### src/source/net_consts.svh
/* ring network constants
   widths, port indices, ring size and input queue depth */

`ifndef NET_CONSTS_SVH
`define NET_CONSTS_SVH

// -------------------- sizes
`define NET_NUM_PORTS     3
`define NET_NUM_ROUTERS   8
`define NET_QUEUE_DEPTH   2

// -------------------- message fields
`define NET_SRCDEST_NBITS 3
`define NET_OPAQUE_NBITS  3
`define NET_PAYLOAD_NBITS 32

// -------------------- port indices
`define NET_PORT_WEST     0
`define NET_PORT_TERM     1
`define NET_PORT_EAST     2

`endif

### src/source/net_pkg.sv
/* ring network types
   node id, opaque tag, payload, per-port vectors and the packed message */

`include "net_consts.svh"

package net_pkg;

  // node ids are used for both dest and src
  typedef logic [`NET_SRCDEST_NBITS-1:0] node_id_t;
  typedef logic [`NET_OPAQUE_NBITS-1:0]  opaque_t;
  typedef logic [`NET_PAYLOAD_NBITS-1:0] payload_t;

  // one bit per router port
  typedef logic [`NET_NUM_PORTS-1:0]     port_vec_t;

  // -------------------- message
  // control word and payload travel together
  typedef struct packed {
    node_id_t dest;
    node_id_t src;
    opaque_t  opaque;
    payload_t payload;
  } net_msg_t;

endpackage

### src/source/router_in_port.sv
/* router input port
   two-entry circular queue plus ring route computation for the head message */

`timescale 1ns/1ps
`include "net_consts.svh"

module router_in_port #(
  parameter int p_router_id = 0,
  parameter int p_port      = 0
) (
  input  logic                clk,
  input  logic                arst_n,

  input  logic                in_val,
  output logic                in_rdy,
  input  net_pkg::net_msg_t   in_msg,

  input  logic                deq,

  output net_pkg::port_vec_t  reqs,
  output net_pkg::net_msg_t   head_msg
);

  localparam int c_ptr_nbits = (`NET_QUEUE_DEPTH > 1) ? $clog2(`NET_QUEUE_DEPTH) : 1;
  localparam int c_cnt_nbits = $clog2(`NET_QUEUE_DEPTH + 1);

  net_pkg::net_msg_t       entries [`NET_QUEUE_DEPTH];
  logic [c_ptr_nbits-1:0]  wr_ptr;
  logic [c_ptr_nbits-1:0]  rd_ptr;
  logic [c_cnt_nbits-1:0]  count;
  logic                    empty;
  logic                    enq;
  logic                    pop;
  net_pkg::node_id_t       fwd_dist;

  function automatic logic [c_ptr_nbits-1:0] ptr_inc(input logic [c_ptr_nbits-1:0] ptr);
    return (ptr == c_ptr_nbits'(`NET_QUEUE_DEPTH - 1)) ? '0 : ptr + 1'b1;
  endfunction

  // -------------------- queue
  assign empty  = (count == '0);
  assign in_rdy = (count != c_cnt_nbits'(`NET_QUEUE_DEPTH));
  assign enq    = in_val && in_rdy;
  assign pop    = deq && !empty;

  always_ff @(posedge clk or negedge arst_n) begin
    if (!arst_n) begin
      wr_ptr <= '0;
      rd_ptr <= '0;
      count  <= '0;
    end else begin
      if (enq) begin
        wr_ptr <= ptr_inc(wr_ptr);
      end
      if (pop) begin
        rd_ptr <= ptr_inc(rd_ptr);
      end
      // push and pop together leave the count alone
      if (enq && !pop) begin
        count <= count + 1'b1;
      end else if (pop && !enq) begin
        count <= count - 1'b1;
      end
    end
  end

  always_ff @(posedge clk) begin
    if (enq) begin
      entries[wr_ptr] <= in_msg;
    end
  end

  assign head_msg = entries[rd_ptr];

  // -------------------- route
  // forward distance wraps with the node id width
  assign fwd_dist = head_msg.dest - net_pkg::node_id_t'(p_router_id);

  always_comb begin
    reqs = '0;
    if (!empty) begin
      if (head_msg.dest == net_pkg::node_id_t'(p_router_id)) begin
        reqs[`NET_PORT_TERM] = 1'b1;
      end else if (p_port == `NET_PORT_WEST) begin
        reqs[`NET_PORT_EAST] = 1'b1;
      end else if (p_port == `NET_PORT_EAST) begin
        reqs[`NET_PORT_WEST] = 1'b1;
      end else if (fwd_dist <= (`NET_NUM_ROUTERS / 2)) begin
        // shortest way round, a tie goes east
        reqs[`NET_PORT_EAST] = 1'b1;
      end else begin
        reqs[`NET_PORT_WEST] = 1'b1;
      end
    end
  end

endmodule

### src/source/router_rr_arbiter.sv
/* round-robin arbiter for one output port
   grants only while the output is ready */

`timescale 1ns/1ps
`include "net_consts.svh"

module router_rr_arbiter (
  input  logic                clk,
  input  logic                arst_n,

  input  net_pkg::port_vec_t  reqs,
  input  logic                en,
  output net_pkg::port_vec_t  grants
);

  localparam int c_num       = `NET_NUM_PORTS;
  localparam int c_idx_nbits = $clog2(c_num);

  logic [c_idx_nbits-1:0] prio;
  logic [c_idx_nbits-1:0] winner;
  logic                   found;

  // search upward from the priority pointer, wrapping past the top
  always_comb begin
    grants = '0;
    winner = prio;
    found  = 1'b0;
    for (int k = 0; k < c_num; k++) begin
      if (!found && reqs[(int'(prio) + k) % c_num]) begin
        found  = 1'b1;
        winner = c_idx_nbits'((int'(prio) + k) % c_num);
      end
    end
    if (en && found) begin
      grants[winner] = 1'b1;
    end
  end

  // -------------------- priority
  always_ff @(posedge clk or negedge arst_n) begin
    if (!arst_n) begin
      prio <= '0;
    end else if (|grants) begin
      // winner drops to lowest priority
      prio <= (winner == c_idx_nbits'(c_num - 1)) ? '0 : winner + 1'b1;
    end
  end

endmodule

### src/source/router_switch.sv
/* router switch
   per-output arbiters, message crossbar and dequeue strobes to the inputs */

`timescale 1ns/1ps
`include "net_consts.svh"

module router_switch (
  input  logic                clk,
  input  logic                arst_n,

  input  net_pkg::port_vec_t  reqs     [`NET_NUM_PORTS],
  input  net_pkg::net_msg_t   head_msg [`NET_NUM_PORTS],
  output net_pkg::port_vec_t  deq,

  output net_pkg::port_vec_t  out_val,
  input  net_pkg::port_vec_t  out_rdy,
  output net_pkg::net_msg_t   out_msg  [`NET_NUM_PORTS]
);

  localparam int c_num       = `NET_NUM_PORTS;
  localparam int c_idx_nbits = $clog2(c_num);

  // both indexed by output, bit i stands for input i
  net_pkg::port_vec_t      out_reqs [c_num];
  net_pkg::port_vec_t      grants   [c_num];
  logic [c_idx_nbits-1:0]  xbar_sel [c_num];

  // -------------------- requests
  always_comb begin
    for (int j = 0; j < c_num; j++) begin
      for (int i = 0; i < c_num; i++) begin
        out_reqs[j][i] = reqs[i][j];
      end
    end
  end

  // -------------------- arbiters
  for (genvar j = 0; j < c_num; j++) begin : g_out
    router_rr_arbiter u_arb (
      .clk    (clk),
      .arst_n (arst_n),
      .reqs   (out_reqs[j]),
      .en     (out_rdy[j]),
      .grants (grants[j])
    );

    assign out_val[j] = |out_reqs[j];
  end

  // -------------------- crossbar
  // lowest requester while stalled, the granted input otherwise
  always_comb begin
    for (int j = 0; j < c_num; j++) begin
      xbar_sel[j] = '0;
      for (int i = c_num - 1; i >= 0; i--) begin
        if (out_reqs[j][i]) begin
          xbar_sel[j] = c_idx_nbits'(i);
        end
      end
      for (int i = 0; i < c_num; i++) begin
        if (grants[j][i]) begin
          xbar_sel[j] = c_idx_nbits'(i);
        end
      end
      out_msg[j] = head_msg[xbar_sel[j]];
    end
  end

  // an input pops when any output takes it
  always_comb begin
    deq = '0;
    for (int j = 0; j < c_num; j++) begin
      deq = deq | grants[j];
    end
  end

endmodule

### src/source/router_top.sv
/* ring router node
   west, terminal and east input ports drained by one switch */

`timescale 1ns/1ps
`include "net_consts.svh"

module router_top #(
  parameter int p_router_id = 0
) (
  input  logic                clk,
  input  logic                arst_n,

  input  net_pkg::port_vec_t  in_val,
  output net_pkg::port_vec_t  in_rdy,
  input  net_pkg::net_msg_t   in_msg  [`NET_NUM_PORTS],

  output net_pkg::port_vec_t  out_val,
  input  net_pkg::port_vec_t  out_rdy,
  output net_pkg::net_msg_t   out_msg [`NET_NUM_PORTS]
);

  // input port to switch
  net_pkg::port_vec_t  reqs     [`NET_NUM_PORTS];
  net_pkg::net_msg_t   head_msg [`NET_NUM_PORTS];
  net_pkg::port_vec_t  deq;

  // -------------------- input ports
  // p_port selects the routing rule, 0 west, 1 terminal, 2 east
  for (genvar i = 0; i < `NET_NUM_PORTS; i++) begin : g_in
    router_in_port #(
      .p_router_id (p_router_id),
      .p_port      (i)
    ) u_in_port (
      .clk      (clk),
      .arst_n   (arst_n),
      .in_val   (in_val[i]),
      .in_rdy   (in_rdy[i]),
      .in_msg   (in_msg[i]),
      .deq      (deq[i]),
      .reqs     (reqs[i]),
      .head_msg (head_msg[i])
    );
  end

  // -------------------- switch
  router_switch u_switch (
    .clk      (clk),
    .arst_n   (arst_n),
    .reqs     (reqs),
    .head_msg (head_msg),
    .deq      (deq),
    .out_val  (out_val),
    .out_rdy  (out_rdy),
    .out_msg  (out_msg)
  );

endmodule

### config.mk
export PLATFORM = sky130hd
export DESIGN_NAME = router_top
export DESIGN_NICKNAME = d
export VERILOG_FILES = /design/src/source/net_pkg.sv /design/src/source/router_in_port.sv /design/src/source/router_rr_arbiter.sv /design/src/source/router_switch.sv /design/src/source/router_top.sv
export VERILOG_INCLUDE_DIRS = /design/src /design/src/source
export SDC_FILE = /design/constraint.sdc
export NUM_CORES = 1
export LEC_CHECK = 0
export BUFFER_PORTS_ARGS = -buffer_cell sky130_fd_sc_hd__buf_2
export CORE_MARGIN = 2
export CORE_UTILIZATION = 30
export DETAILED_ROUTE_END_ITERATION = 10
export PLACE_DENSITY = 0.56
export SYNTH_ARGS = -nofsm -noshare
export SYNTH_HDL_FRONTEND = slang
export SYNTH_HIERARCHICAL = 1
export SYNTH_SLANG_ARGS = --single-unit
### constraint.sdc
create_clock -name clk -period 5.8 [get_ports clk]
set_input_delay 0.58 -clock clk [delete_from_list [all_inputs] [get_ports clk]]
set_output_delay 0.58 -clock clk [all_outputs]
set_load 0.05 [all_outputs]
==> impl_metrics.tcl <==
set metrics [dict create \
    outcome "finished, violations left" \
    failed_checks "max-slew violations" \
    r2r-start "g_in[1].u_in_port/rd_ptr" \
    worst_path_max_delay_cell "dfrtp_4" \
    synth_flop_cell "edfxtp_1" \
    ios 260 \
    finalHoldViolCount 0 \
    netlist_area_sq_um 15400 \
    avgSynthCellArea_sq_um 12.6 \
    cp.arrival_ns 4.85 \
    grt_max_degree 83 \
    dieHeight_um 231 \
    ctsHtreeMaxLevel 2 \
    fin_nets 1593 \
    row_count 83 \
    synthToLayoutAreaGrowth_pct 18.8 \
    crit_path_start "g_in[2].u_in_port/rd_ptr" \
    synth_cell_types 48 \
    cp.depth 15 \
    avgViaCountPerCell 5.47 \
    crit_top_cell "buf_4" \
    async_flop_share_pct 6.82 \
    drtAntennaViolNets 0 \
    grt_overflow 0 \
    cts-root-buf "clkbuf_16" \
    r2r_cells 16 \
    first_pass_iters 5 \
    fin_crit_ns 5.43 \
    endpoint_kind "output port" \
    cts_buffers 35 \
    cp_max_fo 13 \
    final.setup.worst_slack_ns 0.368 \
    clk_pin_slew_ns 0.06 \
    synth_edf_count 246 \
    die_area_sq_um 53300 \
    r2r_end "g_in[2].u_in_port/count[1]" \
    drtIter0Drc 974 \
    hold_path.class "in2reg" \
    placed_cell_area_sq_um 17100 \
    yosys_warnings 6 \
    fin_skew_ns 0.0223 \
    wl_met2_um 24700 \
    slew_headroom_pct -122 \
    crit_family "simple AND/OR/NAND/NOR gates" \
    path_class "reg2out" \
    cp_cell_sequence "mux2i_2, o21ai_2, nor2_2, mux2i_1, o22ai_1, nand3_1, o22ai_2, nand2_1, nor2_1, or3b_4, buf_4, buf_4, o21ai_0, a221oi_1, buf_2" \
    wl_um 52100 \
    tightestPinTransition_ns 3.32 \
    vias 11808 \
    hpwl_um 33600 \
    drc 0 \
    endpoint "out_msg[76]" \
    antenna_found_initial 16 \
    final_layout_size_suffix_gt1_share_pct 34.6 \
    wl_met1_um 22100 \
    dp_worst_setup_slack_ns 0.783 \
    io_buffers 259 \
    startpoint_type "flop" \
    wl_met3_um 3570 \
    grt_pass1_wl_um 74200 \
    min_period_over_period_pct 93.7 \
    setup-tns-final_ns 0 \
    top_layer "met5" \
    maxCapViolations 0 \
    grt_pass1_vias 11767 \
    detail_route.wl_per_cell_um 24.1 \
    clk_path_buf_depth 3 \
    ys_seq_area_share_pct 50.7 \
    start_util_pct 30.2 \
    cp_data_required_time_ns 5.22 \
    fmax_ghz 0.184 \
    syn-num-nets 1376 \
    slew_violations 83 \
    r2r_slack_ns 1.41 \
    rsz0062_at_grt "no" \
    insertion_delay_ns 0.55 \
    die_w_um 231 \
    syn_inst 1231 \
    critPathBufInv 3 \
    setup_viol_count_final 0 \
    synth-seq-cells 264 \
    gp_congestion 0.814 \
    final_area_sq_um 18400 \
    cts_tree "yes" \
    coreArea_sq_um 51100 \
    clock_sinks 264 \
    slowest_delay_ns 0.67 \
    grt_usage_pct 18.7 \
]
## layout by cell type, fill, tap and decap left out, types with 4 or more instances in the layout
master and n:
ha_1 14, nand3_1 4, nand2_1 22, nor2_1 22, clkinv_2 4, a221oi_1 123
dfrtp_1 15, clkinvlp_4 4, o21ai_1 10, mux2_4 113, xor2_1 6, nor2_4 6
edfxtp_1 246, diode_2 6, mux2i_1 9, o21ai_0 119, buf_4 26, bufinv_16 5
or3_1 5, o21a_1 6, nand2b_1 129, xnor2_1 9, o31ai_1 116, clkinv_1 5
inv_1 58, clkbuf_16 36, or3b_1 4, buf_2 259, o22ai_1 9, o31ai_2 8
mux2_2 7, clkbuf_1 4
## synthesized netlist by cell type (all sizes together) (9+ instances only)
library cell | count | area (sq um)
a221oi | 123 | 1080
buf | 76 | 712
clkbuf | 34 | 145
dfrtp | 18 | 450
edfxtp | 246 | 7390
ha | 14 | 175
inv | 59 | 221
mux2 | 120 | 1780
mux2i | 12 | 131
nand2 | 22 | 82.6
nand2b | 129 | 807
nor2 | 30 | 113
o21ai | 131 | 663
o22ai | 12 | 93.8
o31ai | 124 | 971
xnor2 | 9 | 78.8
## metal layers
layer  up-vias  track usage, %
met5         -               0
met4        16            7.82
met3       119            4.08
met2       563            30.4
met1      5846            24.0
li1       5264               -
## how the worst min path moves through the flow
stage                                from                                to  slack [ns]  depth (start not counted)
5_1_grt                        in_msg[10]  g_in[2].u_in_port/entries[0][10]        0.19                          1
6_report                       in_msg[10]  g_in[2].u_in_port/entries[1][10]        0.22                          1
3_3_place_gp   g_in[0].u_in_port/count[1]        g_in[0].u_in_port/count[1]        0.51                          1
3_5_place_dp   g_in[1].u_in_port/count[1]        g_in[1].u_in_port/count[1]        0.52                          1
4_1_cts                        in_msg[45]   g_in[1].u_in_port/entries[1][4]        0.18                          1
2_1_floorplan                      arst_n        g_in[0].u_in_port/count[0]        0.28                          0
## per-stage QoR
| stage | hold WS (ns) | utilization, % | cells |
|---|---|---|---|
| 3_3_place_gp | 0.507 | 33.4 | 2086 |
| 3_5_place_dp | 0.516 | 33.4 | 2086 |
| 6_report | 0.219 | 35.9 | 2159 |
| 5_1_grt | 0.188 | 35.9 | 2157 |
| 4_1_cts | 0.177 | 35.7 | 2149 |
| 2_1_floorplan | 0.284 | - | 1231 |
## kinds of logic after synthesis
| group | count (synthesis) | synth area share, % |
|---|---|---|
| other cells | 2 | 0.0486 |
| buf+inv | 169 | 6.98 |
| mux | 132 | 12.3 |
| simple gates | 214 | 8.07 |
| xor+xnor | 15 | 0.850 |
| compound gates | 421 | 19.8 |
| flops | 264 | 50.7 |
| fa+ha+maj | 14 | 1.13 |
## layout make-up
| class | count | area (sq um) |
|---|---|---|
| antenna | 6 | 15.0 |
| clock buffer | 41 | 930 |
| clock inverter | 21 | 253 |
| fill | 5005 | 32700 |
| inverter | 59 | 221 |
| multi-input combinational | 799 | 6660 |
| sequential | 264 | 7850 |
| tap | 680 | 851 |
| timing repair buffer | 289 | 1570 |
## flip-flops by register name (all words and copies together), names as in the netlist
signal,count
g_in.u_in_port/count,6
g_in.u_in_port/entries,246
g_in.u_in_port/rd_ptr,3
g_in.u_in_port/wr_ptr,3
u_switch/g_out.u_arb/prio,6
## timing repair
action,in CTS,in global routing
setup endpoints to repair,0,36
endpoints found under the hold margin,18,0
resized for setup,0,7
buffers inserted,0,3
hold buffers,1,0
Power is left out: the tool's default activity adds up to more than one toggle a clock period on the data nets, which glitch-free logic cannot reach.
